<file path="src/source/copy_desc_pkg.sv">
// copy descriptor package
// command, chunk, transfer command and data beat layouts for the copy engine
`default_nettype none

package copy_desc_pkg;

    // ==============================
    // constants
    // ==============================
    localparam int boundary_bytes = 4096;   // chunks never cross this
    localparam int beat_bytes     = 64;     // one data beat

    // ==============================
    // structs
    // ==============================

    // copy command as loaded by software, 172 bits
    typedef struct packed {
        logic [63:0] rd_base;
        logic [63:0] wr_base;
        logic [31:0] size;      // bytes
        logic [11:0] seed;      // lfsr seed
    } copy_cfg_t;

    // one chunk of the copy, 96 bits
    typedef struct packed {
        logic [63:0] offset;    // from the start of the copy
        logic [15:0] len;       // bytes
        logic [15:0] beats;     // 64-byte beats touched
    } chunk_desc_t;

    // read or write command, 104 bits
    typedef struct packed {
        logic [63:0] addr;
        logic [15:0] len;
        logic [15:0] beats;
        logic [7:0]  function_num;
    } xfer_cmd_t;

    // data beat, 513 bits
    typedef struct packed {
        logic         last;     // final beat of a command
        logic [511:0] data;
    } data_beat_t;

endpackage

`default_nettype wire
</file>
<file path="src/source/cmd_issue.sv">
// command issue stage
// turns chunks into paired read and write commands and tracks copy completion
`default_nettype none

module cmd_issue #(
    parameter int credit_limit = 480
) (
    input  logic                       afu_pcie_core_clk,
    input  logic                       afu_pcie_core_rst,
    input  logic                       start,
    input  logic                       copy_sel,
    input  logic                       gen_idle,
    input  copy_desc_pkg::copy_cfg_t   cfg,
    input  logic [7:0]                 function_num,
    input  copy_desc_pkg::chunk_desc_t head,
    input  logic                       empty,
    output logic                       pop,
    output logic                       rd_cmd_valid,
    output copy_desc_pkg::xfer_cmd_t   rd_cmd,
    output logic                       wr_cmd_valid,
    output copy_desc_pkg::xfer_cmd_t   wr_cmd,
    input  logic                       rd_data_valid,
    input  copy_desc_pkg::data_beat_t  rd_beat,
    input  logic                       wr_data_ren,
    output logic                       wr_data_valid,
    output copy_desc_pkg::data_beat_t  wr_beat,
    output logic                       copy_done,
    output logic [31:0]                time_cost
);

    logic [15:0] credit;        // beats issued but not yet consumed
    logic        beat_taken;

    assign beat_taken = wr_data_ren && copy_sel;

    // ==============================
    // pop pacing and commands
    // ==============================
    always_ff @(posedge afu_pcie_core_clk or posedge afu_pcie_core_rst) begin
        if (afu_pcie_core_rst) begin
            pop <= 1'b0;
        end
        else begin
            pop <= !empty && !pop && (credit < credit_limit[15:0]);
        end
    end

    always_comb begin
        rd_cmd.addr         = cfg.rd_base + head.offset;
        rd_cmd.len          = head.len;
        rd_cmd.beats        = head.beats;
        rd_cmd.function_num = function_num;
        wr_cmd.addr         = cfg.wr_base + head.offset;
        wr_cmd.len          = head.len;
        wr_cmd.beats        = head.beats;
        wr_cmd.function_num = function_num;
    end

    assign rd_cmd_valid = pop;      // both sides issue together
    assign wr_cmd_valid = pop;

    // ==============================
    // beat credit and data path
    // ==============================
    always_ff @(posedge afu_pcie_core_clk or posedge afu_pcie_core_rst) begin
        if (afu_pcie_core_rst) begin
            credit <= 16'd0;
        end
        else begin
            case ({pop, beat_taken})
                2'b10:   credit <= credit + head.beats;
                2'b01:   credit <= credit - 16'd1;
                2'b11:   credit <= credit + head.beats - 16'd1;
                default: credit <= credit;
            endcase
        end
    end

    assign wr_data_valid = rd_data_valid && copy_sel;   // no forwarding in fifo mode
    assign wr_beat       = rd_beat;

    // done flag and cycle count
    always_ff @(posedge afu_pcie_core_clk or posedge afu_pcie_core_rst) begin
        if (afu_pcie_core_rst) begin
            copy_done <= 1'b1;
            time_cost <= 32'd0;
        end
        else if (start) begin
            copy_done <= 1'b0;
            time_cost <= 32'd0;
        end
        else begin
            if (gen_idle && empty && credit == 16'd0) begin
                copy_done <= 1'b1;
            end
            if (!copy_done) begin
                time_cost <= time_cost + 32'd1;
            end
        end
    end

    // downstream may only consume beats that were issued
    a_credit_floor: assert property (
        @(posedge afu_pcie_core_clk) disable iff (afu_pcie_core_rst)
        beat_taken |-> (credit != 16'd0) || pop
    ) else $error("beat credit underflow");

endmodule

`default_nettype wire

</file>
<file path="config.mk">
export PLATFORM = sky130hd
export DESIGN_NAME = cmd_issue
export DESIGN_NICKNAME = d
export VERILOG_FILES = /design/src/source/copy_desc_pkg.sv /design/src/source/cmd_issue.sv
export SDC_FILE = /design/constraint.sdc
export NUM_CORES = 1
export LEC_CHECK = 0
export BUFFER_PORTS_ARGS = -buffer_cell sky130_fd_sc_hd__buf_2
export CORE_AREA = 2 2 614 616
export CTS_CLUSTER_DIAMETER = 80
export CTS_CLUSTER_SIZE = 16
export DETAILED_ROUTE_END_ITERATION = 7
export DIE_AREA = 0 0 616 618
export SLEW_MARGIN = 0
export SYNTH_ARGS = -nofsm -noshare
export SYNTH_HDL_FRONTEND = slang
export SYNTH_SLANG_ARGS = --single-unit
</file>
<file path="constraint.sdc">
create_clock -name afu_pcie_core_clk -period 4.1 [get_ports afu_pcie_core_clk]
set_input_delay 0.615 -clock afu_pcie_core_clk [delete_from_list [all_inputs] [get_ports afu_pcie_core_clk]]
set_output_delay 0.615 -clock afu_pcie_core_clk [all_outputs]
set_load 0.005 [all_outputs]
</file>
* Word-level counts from Yosys, hierarchy flattened
Cells that the tools add are included.
** Word-level totals
- Output and inout port bits :: 758
- Word-level logic and storage cells :: 31
- Bits of input ports :: 797
- Register bits :: 50
** Cells by class
- Eq/ne operators :: 4
- Mux-type cells :: 5
- Magnitude comparators :: 1
- Add/sub/neg operators :: 6
- Reductions and logical operators :: 11
** Operators by type and width (count)
- 64-bit adder :: 2
- 32-bit 2-to-1 mux :: 2
- 16-bit case mux with 3 select lines :: 1
- 32-bit by 1-bit adder with 32-bit output (second input constant) :: 1
- 16-bit by 1-bit subtractor with 16-bit output (second input constant) :: 2
- 16-bit adder :: 1
- 16-bit logical NOT :: 1
- 16-bit by 9-bit < comparator with 1-bit output (second input constant) :: 1
- 1-bit logical AND :: 6
- 2-bit == test (second input constant) :: 2
- 3-bit nonzero test :: 1
- 2-bit by 1-bit == test with 1-bit output (second input constant) :: 1
- 1-bit logical NOT :: 2
- 1-bit 2-to-1 mux :: 2
- 2-bit inequality test (second input constant) :: 1
- 2-bit nonzero test :: 1

* Depth between registers and ports, before layout
- Depth after elaboration :: 4
- Mapped depth :: 13

* Least setup slack after synthesis
No wires, ideal clock.
- Path kind :: input to output
- Start :: input cfg[78] (netlist name)
- End :: output wr_cmd[103] (netlist name)
- Arrival time :: 3399 ps
- Path buffers :: 0
- Stages on the path :: 11
- Slack :: 86 ps
- Path through :: ha_1 > nand4_2 > or4_4 > or4_1 > o32ai_2 > o21ai_2 > o21ai_4 > a31oi_4 > o21a_4 > o311ai_2 > xnor2_1
** RTL lines
- from (decl) :: RTL line cmd_issue.sv:13 : input copy_desc_pkg::copy_cfg_t cfg,
- to (decl) :: RTL line cmd_issue.sv:21 : output copy_desc_pkg::xfer_cmd_t wr_cmd,

==> results.json <==
{
  "status": "finished, violations left",
  "violations": "negative setup slack",
  "place_congestion": 0.918,
  "rsz0062_at_grt": "true",
  "max_cap_violations": 0,
  "min_period_ps": 4460,
  "critPathKind": "in2out",
  "grt_antenna_before_repair": 14,
  "worstSetupStartpointType": "input pin",
  "dr.first_iter.drc_count": 1362,
  "io_buffer_count": 412,
  "synth_nets": 2990,
  "clock_latency_ps": 300,
  "layout_setup_ws_ps": -357,
  "nets": 3112,
  "total_power_mw": 5.72,
  "boundaryPins": 1555,
  "drt_wl_total_um": 279000,
  "cp_cell_sequence": "buf_2 -> ha_4 -> nand4_1 -> or4_4 -> or4_4 -> o32ai_4 -> buf_6 -> o21ai_4 -> o21ai_4 -> a31oi_4 -> o21a_4 -> o311ai_4 -> buf_6 -> xnor2_2 -> buf_2",
  "ys_ff_latch": 50,
  "netlist_area_mm2": 0.0151,
  "crit_path_start": "cfg[68]",
  "max_stage_delay_ps": 550,
  "ant_nets": 0,
  "critPathBufInv": 4,
  "coreArea_mm2": 0.374,
  "ys.flop_type": "dfrtp_1",
  "utilization_pct": 6.23,
  "vias_per_cell": 2.25,
  "tightest_slew_ps": 691,
  "crit_path_top_delay_cell": "or4_4",
  "hold_path.class": "in2async",
  "reg2reg_to": "credit[15]$_DFFE_PP0P_",
  "synth_edf_count": 0,
  "yosysSeqAreaShare_pct": 8.29,
  "end_kind": "output pin",
  "synthTopCellsByArea": "buf_4, ha_1, dfrtp_1",
  "yosysTopAreaCellShare_pct": 29.7,
  "die_h_um": 618,
  "max_slew_margin_pct": 53.9,
  "vdd_drop_max_v": 0.000160,
  "drive_gt1_share_pct": 43.0,
  "hold_viol": 0,
  "cts_max_level": 2,
  "n_fill_cell": 44100,
  "cts_sinks": 50,
  "fp.dieArea_mm2": 0.381,
  "maxSlewViolCount": 0,
  "synthCells": 2047,
  "grt_pass1_vias": 14700,
  "hpwlAfterDp_um": 268000,
  "routedWlPerCell_um": 38.9,
  "yosysUniqueCellTypes": 78,
  "reg2regPathDepth": 11,
  "first_pass_iters": 6,
  "reg2reg_from": "credit[1]$_DFFE_PP0P_",
  "period_share_pct": 109,
  "worstPathArrival_ps": 3840,
  "vias": 16100,
  "synth_area_leader_cell": "buf_4",
  "grt_start_max_net_pins": 51,
  "areaGrowthSynthToFinish_pct": 54.5,
  "fin_worst_skew_ps": 10.6,
  "critPathMaxFanout": 4,
  "r2r_setup_slack_ps": 720,
  "die_w_um": 616,
  "postCtsHoldBufs": 0,
  "yosys_warnings": 0,
  "remaining_drc_errors": 0,
  "cts_made_buffers": 5,
  "overflow": 0,
  "num_rows": 225,
  "start_util_pct": 4.04,
  "syn_area_per_cell_um2": 7.38,
  "p_per_area_mw_per_mm2": 245,
  "clkTransAtPathRegs_ps": 80,
  "cts_buffer_depth": 2,
  "cts_tree": "built",
  "grt_first_pass_wirelength_um": 310000,
  "cts-root-buf": "clkbuf_16",
  "holdWs_ps": 506,
  "timing.fmax_ghz": 0.224,
  "async_flop_share_pct": 100,
  "worst_ep_required_time_ps": 3480,
  "cp_top_family": "compound AO/OA/AOI/OAI gates",
  "setup_viol": 22,
  "p_leak_nw": 8.45,
  "grt_usage_pct": 13.9
}
==> metal layers <==
layer	vias up	global-route usage [%]	wire length (µm)
met5	-	0.669	394
met4	10	4.73	11600
met3	295	26.8	115000
met2	1796	19.9	112000
met1	7228	5.87	39500
li1	6812	-	-
==> worst min-delay path, cell delays in order <==
cell and delay, ps:
buf_2 100, inv_1 40, buf_4 550
==> where the power goes <==
| group | total, mW | leakage, nW | switching (mW) | internal [mW] |
|---|---|---|---|---|
| logic | 4.55 | 7.71 | 2.68 | 1.87 |
| registers | 0.664 | 0.665 | 0.0978 | 0.566 |
| clock network | 0.506 | 0.0820 | 0.213 | 0.293 |
| total | 5.72 | 8.45 | 2.99 | 2.73 |
==> per-stage QoR <==
step | TNS, ps | area [µm²] | instances | setup WS (ps)
2_1_floorplan | 0 | 15100 | 2047 | 86.5
3_3_place_gp | -19270 | 21400 | 7133 | -785
3_5_place_dp | -18020 | 21400 | 7133 | -805
4_1_cts | -3860 | 22600 | 7156 | -473
5_1_grt | -6100 | 23300 | 7164 | -480
6_report | -2970 | 23300 | 7169 | -357
==> how the worst max path moves through the flow <==
stage                     slack, ps  cells after the start          end
final                          -360                     15  wr_cmd[103]
after CTS                      -470                     15  wr_cmd[103]
after floorplan                  90                     11  wr_cmd[103]
after global routing           -480                     15  wr_cmd[101]
after global placement         -790                     14  wr_cmd[101]
after detailed placement       -800                     14  wr_cmd[101]
==> registers in the layout, summed over array words and instances (netlist names) <==
name,cells
pop,1
credit,16
time_cost,32
copy_done,1
==> cells in the final DEF, fill, tap and decap left out, drive strengths merged, types with 21 or more instances in the layout <==
| cell | synthesis | layout |
|---|---|---|
| a21oi | 182 | 182 |
| inv | 48 | 49 |
| ha | 143 | 143 |
| a21o | 59 | 59 |
| o21ai | 109 | 109 |
| nand4 | 29 | 29 |
| nor3 | 25 | 25 |
| xnor2 | 97 | 97 |
| nor2 | 129 | 129 |
| and3 | 21 | 21 |
| dfrtp | 49 | 49 |
| buf | 602 | 743 |
| nand2 | 144 | 144 |
| xor2 | 72 | 72 |
| nand3 | 42 | 42 |
| o21bai | 24 | 24 |
==> area by class of cell <==
class / instances / area (µm²) / area share, %
clock buffer: 5 / 125 / 0.536
inverter: 48 / 180 / 0.772
clock inverter: 3 / 48.8 / 0.209
timing repair buffer: 745 / 5190 / 22.3
tap: 4994 / 6250 / 26.8
sequential: 50 / 1250 / 5.37
antenna: 5 / 12.5 / 0.0536
multi-input combinational: 1319 / 10300 / 44.0
==> logic make-up after synthesis <==
family | after synthesis | share of synthesized area (%)
buffers and inverters | 678 | 31.9
AO/OA/AOI/OAI | 508 | 21.3
AND/OR/NAND/NOR | 475 | 15.0
XOR/XNOR | 170 | 9.95
adder cells (fa/ha/maj) | 146 | 12.2
flip-flops | 50 | 8.29
multiplexers | 20 | 1.33
==> synth_stat cells, types with 13 or more instances <==
library cell	count
nor2_1	129
nand3_1	42
ha_1	143
nand2_1	144
and3_1	17
mux2i_1	19
nand4_1	28
nor3_1	25
a211oi_1	16
o21a_1	17
nand2b_1	13
a21o_1	57
a21oi_1	182
o21ai_0	107
nor2b_1	19
clkbuf_1	27
buf_4	597
xnor2_1	97
o21bai_1	24
o211ai_1	16
inv_1	48
xor2_1	72
a31oi_1	14
dfrtp_1	49
==> timing repair <==
action / 4_1_cts / 5_1_grt
buffers inserted: 17 / 10
pin swaps: 72 / 91
gates resized for setup: 173 / 141
endpoints found under the setup margin: 53 / 50
Power figures use the tool's default switching activity.
