<file path="src/source/copy_ctrl_pkg.sv">
// copy control package
// work mode and chunk generator state encodings
`default_nettype none

package copy_ctrl_pkg;

    // ==============================
    // work mode register field
    // ==============================
    typedef enum logic [3:0] {
        fifo_mode = 4'd0,   // commands come from the host fifo path
        copy_mode = 4'd1    // on-board copy engine drives the commands
    } work_mode_e;

    // ==============================
    // chunk generator fsm
    // ==============================
    typedef enum logic {
        st_idle,            // waiting for start
        st_copy             // splitting the copy into chunks
    } gen_state_e;

endpackage

`default_nettype wire

</file>
<file path="src/source/copy_desc_pkg.sv">
// copy descriptor package
// command, chunk, transfer command and data beat layouts for the copy engine
`default_nettype none

package copy_desc_pkg;

    // ==============================
    // constants
    // ==============================
    localparam int boundary_bytes = 4096;   // chunks never cross this
    localparam int beat_bytes     = 64;     // one data beat

    // ==============================
    // structs
    // ==============================

    // copy command as loaded by software, 172 bits
    typedef struct packed {
        logic [63:0] rd_base;
        logic [63:0] wr_base;
        logic [31:0] size;      // bytes
        logic [11:0] seed;      // lfsr seed
    } copy_cfg_t;

    // one chunk of the copy, 96 bits
    typedef struct packed {
        logic [63:0] offset;    // from the start of the copy
        logic [15:0] len;       // bytes
        logic [15:0] beats;     // 64-byte beats touched
    } chunk_desc_t;

    // read or write command, 104 bits
    typedef struct packed {
        logic [63:0] addr;
        logic [15:0] len;
        logic [15:0] beats;
        logic [7:0]  function_num;
    } xfer_cmd_t;

    // data beat, 513 bits
    typedef struct packed {
        logic         last;     // final beat of a command
        logic [511:0] data;
    } data_beat_t;

endpackage

`default_nettype wire
</file>
<file path="src/source/chunk_gen.sv">
// chunk generator
// splits one copy into random-length chunks that never cross a 4 KiB boundary
`default_nettype none

module chunk_gen (
    input  logic                       afu_pcie_core_clk,
    input  logic                       afu_pcie_core_rst,
    input  logic                       start,
    input  copy_desc_pkg::copy_cfg_t   cfg,
    input  logic                       fifo_afull,
    output logic                       gen_idle,
    output logic                       push,
    output copy_desc_pkg::chunk_desc_t desc,
    output logic [15:0]                gen_count
);

    localparam int bnd_w  = $clog2(copy_desc_pkg::boundary_bytes);
    localparam int beat_w = $clog2(copy_desc_pkg::beat_bytes);
    localparam logic [bnd_w:0] bnd_size = copy_desc_pkg::boundary_bytes[bnd_w:0];

    copy_ctrl_pkg::gen_state_e state;
    logic [11:0]    lfsr;
    logic           lfsr_fb;
    logic [63:0]    cur_off;        // offset of the next chunk
    logic [31:0]    left;           // bytes not yet split off
    logic           advance;
    logic [bnd_w:0] room;
    logic [bnd_w:0] rand_lim;
    logic [15:0]    chunk_len;
    logic           last_chunk;
    logic [63:0]    end_off;
    logic [15:0]    chunk_beats;

    // ==============================
    // chunk arithmetic
    // ==============================
    assign advance  = (state == copy_ctrl_pkg::st_copy) && !fifo_afull;
    assign room     = bnd_size - {1'b0, cur_off[bnd_w-1:0]};   // 1 up to 4096
    assign lfsr_fb  = lfsr[11] ^ lfsr[5] ^ lfsr[3] ^ lfsr[0];

    always_comb begin
        // zero lfsr value means no random limit
        if (lfsr == 12'h000 || {1'b0, lfsr} > room) begin
            rand_lim = room;
        end
        else begin
            rand_lim = {1'b0, lfsr};
        end
        if (left < 32'(rand_lim)) begin
            chunk_len = left[15:0];
        end
        else begin
            chunk_len = 16'(rand_lim);
        end
    end

    assign last_chunk  = (32'(chunk_len) == left);
    assign end_off     = cur_off + 64'(chunk_len) - 64'd1;     // last byte of the chunk
    assign chunk_beats = 16'(end_off[bnd_w-1:beat_w] - cur_off[bnd_w-1:beat_w]) + 16'd1;

    // ==============================
    // fsm, lfsr and counters
    // ==============================
    always_ff @(posedge afu_pcie_core_clk or posedge afu_pcie_core_rst) begin
        if (afu_pcie_core_rst) begin
            state     <= copy_ctrl_pkg::st_idle;
            lfsr      <= 12'h001;
            push      <= 1'b0;
            gen_count <= 16'd0;
        end
        else begin
            push <= advance && (left != 32'd0);
            if (start) begin
                state     <= copy_ctrl_pkg::st_copy;
                lfsr      <= cfg.seed;
                gen_count <= 16'd0;
            end
            else if (advance) begin
                if (last_chunk) begin
                    state <= copy_ctrl_pkg::st_idle;
                end
                lfsr <= {lfsr[10:0], lfsr_fb};
                if (left != 32'd0) begin
                    gen_count <= gen_count + 16'd1;
                end
            end
        end
    end

    always_ff @(posedge afu_pcie_core_clk) begin
        if (start) begin
            cur_off <= 64'd0;
            left    <= cfg.size;
        end
        else if (advance) begin
            cur_off <= cur_off + 64'(chunk_len);
            left    <= left - 32'(chunk_len);
        end
    end

    // descriptor goes out one cycle after it is computed
    always_ff @(posedge afu_pcie_core_clk) begin
        if (advance) begin
            desc.offset <= cur_off;
            desc.len    <= chunk_len;
            desc.beats  <= chunk_beats;
        end
    end

    // a start or a push in flight keeps the generator busy
    assign gen_idle = (state == copy_ctrl_pkg::st_idle) && !push && !start;

    a_chunk_ok: assert property (
        @(posedge afu_pcie_core_clk) disable iff (afu_pcie_core_rst)
        push |-> (desc.len != 16'd0) &&
                 (32'(desc.offset[bnd_w-1:0]) + 32'(desc.len) <= 32'(bnd_size))
    ) else $error("chunk is empty or crosses the boundary");

endmodule

`default_nettype wire

</file>
<file path="config.mk">
export PLATFORM = sky130hd
export DESIGN_NAME = chunk_gen
export DESIGN_NICKNAME = d
export VERILOG_FILES = /design/src/source/copy_ctrl_pkg.sv /design/src/source/copy_desc_pkg.sv /design/src/source/chunk_gen.sv
export SDC_FILE = /design/constraint.sdc
export NUM_CORES = 1
export LEC_CHECK = 0
export BUFFER_PORTS_ARGS = -buffer_cell sky130_fd_sc_hd__buf_2
export CORE_UTILIZATION = 54
export CTS_CLUSTER_SIZE = 24
export DETAILED_ROUTE_END_ITERATION = 16
export PLACE_DENSITY = 0.81
export RECOVER_POWER = 100
export SYNTH_ARGS = -nofsm -noshare
export SYNTH_HDL_FRONTEND = slang
export SYNTH_SLANG_ARGS = --single-unit
export TNS_END_PERCENT = 20
</file>
<file path="constraint.sdc">
create_clock -name afu_pcie_core_clk -period 10.25 [get_ports afu_pcie_core_clk]
set_clock_uncertainty 0.2 [all_clocks]
set_input_delay 2.05 -clock afu_pcie_core_clk [delete_from_list [all_inputs] [get_ports afu_pcie_core_clk]]
set_output_delay 2.05 -clock afu_pcie_core_clk [all_outputs]
set_load 0.005 [all_outputs]
</file>
Yosys cells after proc, flatten, opt, wreduce, memory -nomap -nowiden:

Cells that the tools add are included.

* bits in registers: 222
* latch bits: 0
* bits in writable memories: 0
* memory bits (read-only): 0
* input bits: 176
* output and inout bits: 114
* word-level logic and storage cells: 50
* memories: 0

* add/sub/neg operators: 7
* $mul: 0
* divide/modulo/power cells: 0
* order comparisons: 2
* eq/ne operators: 1
* shifts and indexed selects: 0
* multiplexer cells: 12
* bitwise gates (word level): 4
* reduce and logical (&&, ||, !) cells: 15

Operator list (count)
* 64-bit by 16-bit adder with 64-bit output: 1
* 16-bit two-way mux: 4
* 32-bit two-way mux: 2
* 16-bit by 32-bit equality test with 1-bit output: 1
* 32-bit by 13-bit less-than comparator with 1-bit output: 1
* 32-bit nonzero test: 1
* 32-bit by 16-bit subtractor with 32-bit output: 1
* 12-bit two-way mux: 2
* 16-bit by 1-bit adder with 16-bit output (second input constant): 1
* 12-bit by 13-bit > comparator with 1-bit output: 1
* 13-bit two-way mux: 1
* 13-bit by 12-bit subtractor with 13-bit output (first input constant): 1
* 12-bit zero test: 1
* 12-bit by 1-bit subtractor with 12-bit output (second input constant): 1
* 7-bit by 2-bit adder with 8-bit output (second input constant): 1
* 6-bit by 6-bit subtractor with 7-bit output: 1
* 2-bit nonzero test: 3
* 1-bit logical AND: 4
* 2-bit AND reduction: 2
* 1-bit zero test: 3
* 1-bit two-way mux: 3
* 1-bit bitwise XOR: 3
* 1-bit logical OR: 1
* 1-bit NOT: 1

Logic depth before layout (Yosys ltp):

Gate-level depths: netlist of the first run.

* depth in word-level cells: 10
* mapped depth: 47
* gate-level depth less buffers: 43

Least setup slack after synthesis of the first run:

OpenSTA, ideal clock, no wires.

* path type: reg-to-reg
* from: register cur_off[0]
* to: register desc[6] (netlist name), data pin
* library setup time: 0.257 ns
* arrival: 8.721 ns
* data required time: 9.793 ns
* setup slack: 1.072 ns
* cell stages (with the launch flop): 48
* buffers on the path: 4
* clock period less this slack: 9.178 ns
* cell sequence: dfxtp_1 inv_1 ha_1 or4b_1 buf_2 nor4_1 xnor2_1 inv_1 ha_1 nor3b_1 nand3_1 o311a_1 or4_1 o21a_1 nand2_1 clkbuf_1 nand2_1 o21ai_0 [12 not listed] ha_1 fa_1 a21o_1 a21oi_1 o21bai_1 a21oi_1 xnor2_1 nor3b_1 xnor2_1 inv_1 fa_1 inv_1 a21o_1 a21oi_1 xnor2_1 and4_1 nand2_1 xor2_1

* word-level cells in the longest chain between the ends: 10

Ends and longest elaborated chain
* start: declaration: RTL line chunk_gen.sv:24 `logic [63:0] cur_off;`
* start signal: assignment: RTL line chunk_gen.sv:96 `cur_off <= cur_off + 64'(chunk_len);`
* 13-bit by 12-bit subtractor with 13-bit output *: RTL line chunk_gen.sv:38 `assign room = bnd_size - {1'b0, cur_off[bnd_w-1:0]};`
* 12-bit by 13-bit > comparator with 1-bit output: RTL line chunk_gen.sv:43 `if (lfsr == 12'h000 || {1'b0, lfsr} > room) begin`
* 1-bit logical OR: RTL line chunk_gen.sv:43
* 13-bit two-way mux *: RTL line chunk_gen.sv:43
* 32-bit by 13-bit less-than comparator with 1-bit output: RTL line chunk_gen.sv:49 `if (left < 32'(rand_lim)) begin`
* 16-bit two-way mux *: RTL line chunk_gen.sv:49
* via chunk_len[0]: RTL line chunk_gen.sv:29 `logic [15:0] chunk_len;`
* 64-bit by 16-bit adder with 64-bit output *
* 12-bit by 1-bit subtractor with 12-bit output *: RTL line chunk_gen.sv:58 `assign end_off = cur_off + 64'(chunk_len) - 64'd1;`
* 6-bit by 6-bit subtractor with 7-bit output *: RTL line chunk_gen.sv:59 `assign chunk_beats = 16'(end_off[bnd_w-1:beat_w] - cur_off[bnd_w-1:beat_w]) + 16'd1;`
* 7-bit by 2-bit adder with 8-bit output *: RTL line chunk_gen.sv:59
* via chunk_beats[6]: RTL line chunk_gen.sv:32 `logic [15:0] chunk_beats;`
* end: declaration: RTL line chunk_gen.sv:13 `output copy_desc_pkg::chunk_desc_t desc,`

The timed path passes the listed nets; every way through them passes the cells marked *.
A chain may end at the register's enable or synchronous reset.

Final worst setup path of the first run:

Same ends and word-level chain as after synthesis.

==> run metrics, run 1 <==
arrival time at the worst endpoint=9.64 ns; count leader, synth=edfxtp_1; Net Sw Frac=0.403; Crit Path Max Fanout=20; biggest area consumer among synthesized cells=edfxtp_1; share of post-route cells with drive strength above 1=0.114; worst skew pair latency=0.53 ns; actual slew at the worst max-slew pin=3.50 ns; Clock Power Share=0.194; clock sink count=214; # hold bufs at CTS=0; vias per cell=5.80; die outline width=150 µm; Max rail drop VDD=0.187 mV; Max-cap violations=7; Remaining DRCs=0; Synth area leaders=edfxtp_1 30%, dfxtp_1 11%, ha_1 6.2%, dfrtp_1 6.1%, xnor2_1 4.4%; Final HPWL DP=19.3 mm; sequential area share after synthesis=0.474; design area=13500 µm²; Comb pwr share=0.508; Pwr Density=312 nW/µm²; #FFs+latches synth=214; Unique masters post-synth=69; Initial Util=0.559; violated checks=max-capacitance violations, max-slew violations; normalized max-slew margin=-1.33; period utilization=0.933; Fin Setup TNS=0 ns; Area Overhead vs Synth=13.8%; Tmin final=9.56 ns; initial antenna violation count=1; most used cell, CP=inv_1; fin. max-slew vios=371; WL final=27.1 mm; commonest cells in the netlist=120 x edfxtp_1, 112 x nand2_1, 85 x nor2_1; Iter 0 DRT Violations=540; P_int=0.00253 W; CP max-delay cell=or4b_4; post-layout util=0.636; Yosys warning count=0; I/O Pins=290; RSZ-0062 raised after global routing=false; post-place instance area=12900 µm²; GR Overflow Total=0; P_sw=0.00170 W; CTS H-Tree Depth=1; row count=53; CTS Buffer Depth=3; CP Class=flop to flop; ys async rst share=0.140; # nets final=1576; Synth Cell Area=11900 µm²; Die Span Y=150 µm; largest net degree at the start of global routing=85; PortBufs=161; Worst Setup Slack, final=0.685 ns; outcome=finished with violations; pre-CTS WS=0.193 ns; Post-synth EDFFs=120; crit start category=flop; Achievable Freq=0.105 GHz; Clock Root Buffer=clkbuf_16; Clk pin slew, worst setup/hold paths=0.06 ns; final hold vios=0; CP required=10.33 ns; Vias=9456; antenna fix cells=0; ANT nets after route=0; DIE AREA=22600 µm²; Hold/Removal Path Class=flop to flop; CTS Buf Count=23; Yosys top cell area share=0.303; Placer Congestion=0.924; CP endpoint kind=flop; mean post-synth cell area=10.0 µm²; Reg power frac=0.297; Pre-antenna DRT Iters=5; TritonCTS clock tree=built; Post-CTS Setup Bufs=0; post-synthesis cell count=1189; vias in the first global route=8855; Routed WL per cell=16.6 µm; Post-synth top flop=edfxtp_1; Pleak=5.21 nW; first-pass GRT wire length=42.9 mm; GRT Overall Usage=0.236; core area=21300 µm²; Final setup viols=0; CP max stage delay=0.55 ns
## worst max-delay path, delay by kind of cell (launching register included)
| family | cells | cell delay [ns] |
|---|---|---|
| buf+inv | 8 | 0.96 |
| flops | 1 | 0.42 |
| compound gates | 12 | 1.90 |
| simple gates | 12 | 2.57 |
| fa+ha+maj | 5 | 1.69 |
| xor+xnor | 5 | 1.15 |
| mux | 1 | 0.42 |
## path summary, 6_finish.rpt
kind / startpoint / to / slack (ns) / depth (start not counted)
worst max-delay path: cur_off[0] / desc[6] / 0.69 / 43
worst min-delay path: cur_off[53] / desc[85] / 0.27 / 0
worst max register to register: cur_off[0] / desc[6] / 0.69 / 43
worst min register to register: cur_off[53] / desc[85] / 0.27 / 0
max in group asynchronous: afu_pcie_core_rst / gen_count[9] / 6.80 / 3
min in group asynchronous: afu_pcie_core_rst / lfsr[2] / 1.98 / 3
## registers in the layout, summed over array words and instances (netlist names)
register and flops:
cur_off 64, desc 88, gen_count 16, left 32
lfsr 12, push 1, state 1
## what timing repair did
action | CTS | global route
endpoints found under the setup margin | 0 | 16
hold endpoints to repair | 0 | 0
resized for setup | 0 | 10
## metrics by stage
stage | std cells | hold WS [ns] | power [W]
2_1_floorplan | 1194 | 0.222 | 0.00289
3_3_place_gp | 1588 | 0.252 | 0.00327
3_5_place_dp | 1588 | 0.251 | 0.00338
4_1_cts | 1630 | 0.264 | 0.00421
5_1_grt | 1630 | 0.288 | 0.00455
6_report | 1630 | 0.269 | 0.00423
## cell families after synthesis
| family | share of synthesized area |
|---|---|
| AND/OR/NAND/NOR | 0.183 |
| AO/OA/AOI/OAI | 0.120 |
| other | 0.000315 |
| XOR/XNOR | 0.0729 |
| adder cells (fa/ha/maj) | 0.0671 |
| buffers and inverters | 0.0404 |
| flip-flops | 0.474 |
| multiplexers | 0.0428 |
## power groups by stage
| stage | logic [W] | clock network (W) | registers (W) |
|---|---|---|---|
| after CTS | 0.00212 | 0.000839 | 0.00125 |
| after global placement | 0.00201 | 0 | 0.00126 |
| after floorplan | 0.00166 | 0 | 0.00123 |
| after global routing | 0.00240 | 0.000871 | 0.00128 |
| after detailed placement | 0.00211 | 0 | 0.00127 |
| final | 0.00215 | 0.000822 | 0.00126 |
## placed cells by master, fill, tap and decap left out, drive strengths merged, types with 34 or more instances in the layout
cell	count
nand2	112
dfxtp	64
xor2	39
inv	56
o21ai	77
xnor2	60
ha	59
nand4	34
buf	92
nor2	85
edfxtp	120
clkbuf	110
a21oi	77
## cell type report
class                      count  area [µm²]
fill                        1763        7750
multi-input combinational    870        5810
sequential                   214        5640
timing repair buffer         173         779
clock buffer                  29         618
tap                          275         344
inverter                      56         211
clock inverter                13         131
## layer usage
layer,track usage,share of wire
met3,0.0433,0.073
met1,0.310,0.43
met4,0.0551,0.015
met2,0.403,0.48
met5,0,0.00048
Note: power is estimated with default switching activity, not from simulation.
==> inputs of run 2 (changes only) <==
==> constraint.sdc (replaced) <==
create_clock -name afu_pcie_core_clk -period 10.25 [get_ports afu_pcie_core_clk]
set_clock_uncertainty 0.2 [all_clocks]
set_input_delay 1.025 -clock afu_pcie_core_clk [delete_from_list [all_inputs] [get_ports afu_pcie_core_clk]]
set_output_delay 1.025 -clock afu_pcie_core_clk [all_outputs]
set_load 0.005 [all_outputs]
==> run metrics, run 2 (synthesis results as in run 1) <==
outcome=finished with violations; violated checks=max-capacitance violations, max-slew violations; Tmin final=9.52 ns (-0.0495 ns); share of post-route cells with drive strength above 1=0.114 (unchanged); Net Sw Frac=0.399 (-0.00385); Hold Startpoint=cur_off[53]; antenna fix cells=0 (unchanged); pre-CTS WS=0.232 ns (+0.0395 ns); GRT Overall Usage=0.236 (about the same); Die Span Y=150 µm (unchanged); normalized max-slew margin=-1.34 (-0.0140); Pre-antenna DRT Iters=5 (unchanged); worst skew pair latency=0.52 ns (about the same); wl on met1=11.6 mm (-1.3%); Pwr Density=313 nW/µm² (+0.23%); # nets final=1577 (+0.063%); Clk pin slew, worst setup/hold paths=0.06 ns (about the same); commonest non-fill, non-tap cells in the layout=120 x edfxtp_1, 112 x nand2_1, 89 x clkbuf_1; Initial Util=0.559 (unchanged); period utilization=0.928 (-0.00483); row count=53 (unchanged); crit start category=flop; ANT nets after route=0 (unchanged); CP endpoint kind=flop; most common cell after layout, fill and taps aside=edfxtp_1; Hold/Removal Path Class=flop to flop; PortBufs=161 (unchanged); met2 routed WL=12.6 mm (-2.6%); Worst Setup Slack, final=0.734 ns (+0.0495 ns); CP max stage delay=0.55 ns (about the same); Fillers=1738 (-1.4%); Max rail drop VDD=0.205 mV (+10%); Max-cap violations=7 (unchanged); vias per cell=5.77 (-0.49%); Pleak=5.20 nW (-0.17%); Fin Setup TNS=0 ns (unchanged); RR Startpoint=cur_off[0]; Achievable Freq=0.105 GHz (+0.52%); Area Overhead vs Synth=13.8% (about the same); Crit Path Max Fanout=10 (-50%); I/O Pins=290 (unchanged); Clock Power Share=0.189 (-0.005); DIE AREA=22600 µm² (unchanged); largest net degree at the start of global routing=85 (unchanged); first-pass GRT wire length=42.9 mm (+0.16%); most used cell, CP=ha_1; Reg power frac=0.296 (about the same); GR Overflow Total=0 (unchanged); Multi-input gate area=5820 µm² (+0.19%); Seq. cell area=5640 µm² (unchanged); CTS Buffer Depth=3 (unchanged); CTS Buf Count=22 (-4.3%); WL final=26.7 mm (-1.4%); die outline width=150 µm (unchanged); max reg flops=88 (unchanged); Iter 0 DRT Violations=582 (+7.8%); initial antenna violation count=1 (unchanged); met3 WL=1.91 mm (-3.8%); arrival time at the worst endpoint=9.58 ns (-0.06 ns); Routed WL per cell=16.4 µm (-1.4%); clock sink count=214 (unchanged); Largest Register=desc; core area=21300 µm² (unchanged); CP max-delay cell=or4b_4; RSZ-0062 raised after global routing=false; TritonCTS clock tree=built; CTS H-Tree Depth=1 (unchanged); Final HPWL DP=19.1 mm (-1.3%); Final setup viols=0 (unchanged); P_sw=0.00169 W (-0.73%); P_int=0.00255 W (+0.87%); max layer used=met5; actual slew at the worst max-slew pin=3.52 ns (+0.0210 ns); Clock Root Buffer=clkbuf_16; final hold vios=0 (unchanged); Remaining DRCs=0 (unchanged); Placer Congestion=0.918 (-0.64%); fin. max-slew vios=371 (unchanged); Comb pwr share=0.515 (+0.007); registers with the most flip-flops=desc (88), cur_off (64), left (32); worst setup path startpoint=cur_off[0]; CP Class=flop to flop; Vias=9410 (-0.49%); vias in the first global route=8806 (-0.55%); CP required=10.31 ns (-0.02 ns)
## run 2: cell types whose count changed in the layout (fill, tap and decap cells not counted), sizes merged
cell / previous run / this run
buf: 92 / 91
bufinv: 2 / 1
clkbuf: 110 / 117
clkinv: 8 / 5
clkinvlp: 3 / 2
inv: 56 / 55
## run 2: repair_timing
action	4_1_cts	5_1_grt
setup endpoints to repair	0	19
gates resized for setup	0	10
hold buffers	0	0
buffers inserted	0	2
## run 2: worst max-delay path, delay by kind of cell, from the launching register on
kind                     cells  cell delay, ns
XOR/XNOR                     5            1.15
adder cells (fa/ha/maj)      5            1.38
flip-flops                   1            0.41
buffers and inverters        4            0.45
multiplexers                 1            0.34
AO/OA/AOI/OAI               15            2.72
AND/OR/NAND/NOR             13            2.63
## run 2: cell type report
| type | instances | share of cell area |
|---|---|---|
| multi-input combinational | 870 | 0.430 |
| sequential | 214 | 0.417 |
| timing repair buffer | 175 | 0.0585 |
| clock buffer | 33 | 0.0483 |
| tap | 275 | 0.0254 |
| inverter | 56 | 0.0156 |
| clock inverter | 7 | 0.00527 |
## run 2: final timing paths
path	cells after the start	to	slack (ns)
min in group asynchronous	3	gen_count[0]	1.01
setup / recovery	43	desc[6]	0.73
setup reg to reg	43	desc[6]	0.73
hold reg to reg	0	desc[85]	0.26
hold / removal	0	desc[85]	0.26
max in group asynchronous	3	lfsr[6]	7.71
## run 2: routing by layer
| layer | vias up | global-route usage |
|---|---|---|
| met4 | 2 | 0.0712 |
| li1 | 4627 | - |
| met5 | - | 0 |
| met2 | 319 | 0.387 |
| met3 | 53 | 0.0400 |
| met1 | 4409 | 0.319 |
## run 2: power groups by stage
stage / clock (W) / combinational [W] / sequential, W
4_1_cts: 0.000812 / 0.00211 / 0.00125
6_report: 0.000801 / 0.00218 / 0.00126
5_1_grt: 0.000845 / 0.00245 / 0.00128
3_5_place_dp: 0 / 0.00210 / 0.00127
3_3_place_gp: 0 / 0.00201 / 0.00126
2_1_floorplan: 0 / 0.00166 / 0.00123
## run 2: stage by stage
step	utilization	power [W]	cells	area [µm²]	hold WS [ns]
2_1_floorplan	-	0.00289	1194	11900	0.222
4_1_cts	0.639	0.00418	1628	13600	0.268
6_report	0.636	0.00424	1630	13500	0.265
5_1_grt	0.636	0.00457	1630	13500	0.289
3_5_place_dp	0.605	0.00336	1588	12900	0.253
3_3_place_gp	0.605	0.00327	1588	12900	0.252
==> inputs of run 3 (changes only) <==
Settings changed: GPL_TIMING_DRIVEN from default to 0.
==> run metrics, run 3 (synthesis results as in run 1) <==
TritonCTS clock tree=built; CP max stage delay=0.54 ns (about the same); Routed WL per cell=17.5 µm (+6.7%); final hold vios=0 (unchanged); CP Class=flop to flop; Pleak=5.35 nW (+2.9%); violated checks=max-capacitance violations, max-slew violations; vias in the first global route=9325 (+5.9%); max reg flops=88 (unchanged); Remaining DRCs=0 (unchanged); WL final=29.3 mm (+9.5%); Hold Startpoint=cur_off[53]; Largest Register=desc; Achievable Freq=0.104 GHz (-1.1%); ANT nets after route=0 (unchanged); CP required=10.31 ns (about the same); CP endpoint kind=flop; vias per cell=5.91 (+2.3%); Fillers=1733 (-0.29%); I/O Pins=290 (unchanged); # nets final=1620 (+2.7%); crit start category=flop; die outline width=150 µm (unchanged); Iter 0 DRT Violations=707 (+21%); actual slew at the worst max-slew pin=2.25 ns (-1.26 ns); PortBufs=160 (-0.62%); core area=21300 µm² (unchanged); fin. max-slew vios=117 (-68%); first-pass GRT wire length=46.9 mm (+9.2%); most common cell after layout, fill and taps aside=edfxtp_1; delay-heaviest family, CP=simple AND/OR/NAND/NOR gates; normalized max-slew margin=-0.503 (+0.841); initial antenna violation count=1 (unchanged); worst skew pair latency=0.52 ns (about the same); Area Overhead vs Synth=16.1%; DIE AREA=22600 µm² (unchanged); Clock Root Buffer=clkbuf_16; RR Startpoint=cur_off[1]; registers with the most flip-flops=desc (88), cur_off (64), left (32); design area=13800 µm² (+2.0%); Crit Path Max Fanout=10 (unchanged); Max rail drop VDD=0.200 mV (-2.8%); arrival time at the worst endpoint=9.68 ns (+0.10 ns); share of post-route cells with drive strength above 1=0.135 (+0.0216); Fin Setup TNS=0 ns (unchanged); Max-cap violations=3 (-4); Crit path buffers/inverters=9 (+5); CP max-delay cell=or4_1; Design Power=0.00431 W (+1.7%); Cells after DPL=1631 (+2.7%); commonest non-fill, non-tap cells in the layout=120 x edfxtp_1, 112 x nand2_1, 110 x clkbuf_1; Worst Setup Slack, final=0.625 ns (-0.109 ns); clock sink count=214 (unchanged); period utilization=0.939 (+0.0107); GR Overflow Total=0 (unchanged); Placer Congestion=0.904 (-1.6%); Pwr Density=312 nW/µm² (-0.25%); most used cell, CP=inv_1; post-place instance area=13100 µm² (+1.7%); Cell Count, Final, Fillers Out=1673 (+2.6%); pre-CTS WS=-0.210 ns (-0.442 ns); outcome=finished with violations; largest net degree at the start of global routing=46 (-46%); row count=53 (unchanged); Die Span Y=150 µm (unchanged); Vias=9883 (+5.0%); Pre-antenna DRT Iters=5 (unchanged); Final HPWL DP=21.3 mm (+12%); CTS H-Tree Depth=1 (unchanged); Hold/Removal Path Class=flop to flop; CTS Buf Count=22 (unchanged); Clk pin slew, worst setup/hold paths=0.06 ns (about the same); CTS Buffer Depth=3 (unchanged); # hold bufs at CTS=0 (unchanged); worst setup path startpoint=cur_off[1]; Tmin final=9.62 ns (+0.109 ns); Initial Util=0.559 (unchanged); GRT Overall Usage=0.263 (+0.0266); Final setup viols=0 (unchanged)
[run 3: cell types whose count changed in the layout (fill, tap and decap cells not counted), moves of 4 or more]
cell	delta
clkbuf_1	+21
buf_2	+13
a21oi_1	-4
clkbuf_4	+8
a21oi_2	+5
[run 3: report_power, final]
part	leakage (nW)	internal [W]	switching, W
combinational	2.87	0.000980	0.00130
clock	0.348	0.000450	0.000331
sequential	2.13	0.00112	0.000128
[run 3: worst paths after layout]
path	to	slack (ns)	cells past startpoint
setup / recovery	desc[6]	0.63	47
hold / removal	desc[85]	0.28	0
setup reg to reg	desc[6]	0.63	47
hold reg to reg	desc[85]	0.28	0
max in group asynchronous	gen_count[12]	8.37	2
min in group asynchronous	lfsr[1]	0.68	2
[run 3: worst register-to-register path, delay by kind of cell (launching register included)]
kind	cells	cell delay (ns)
fa+ha+maj	6	1.94
xor+xnor	5	0.86
buf+inv	9	1.16
simple gates	13	2.59
flops	1	0.39
compound gates	14	2.23
[run 3: through the flow]
step | utilization | hold WS (ns)
finish | 0.648 | 0.277
global placement | 0.613 | 0.246
CTS | 0.649 | 0.279
detailed placement | 0.616 | 0.263
global route | 0.648 | 0.291
floorplan | - | 0.222
[run 3: what timing repair did]
action,4_1_cts,5_1_grt
buffers inserted,0,2
gates resized for setup,3,26
endpoints found under the setup margin,3,28
pin swaps,0,2
[run 3: final cells by class]
class	count	area (µm²)	area share
diodes	1	2.50	0.000181
plain buffers	54	274	0.0199
clock buffers	29	618	0.0448
clock inverters	10	82.6	0.00598
inverters	56	210	0.0152
multi-input cells	870	5890	0.427
flip-flops and latches	214	5640	0.408
well taps	275	344	0.0249
repair buffers	164	742	0.0538
[run 3: metal layers]
metal | global-route usage | vias to the layer above | wire, µm
met1 | 0.350 | 4690 | 12400
met2 | 0.430 | 419 | 13900
li1 | - | 4717 | -
met4 | 0.102 | 0 | 736
met3 | 0.0403 | 57 | 2240
met5 | 0 | - | 0
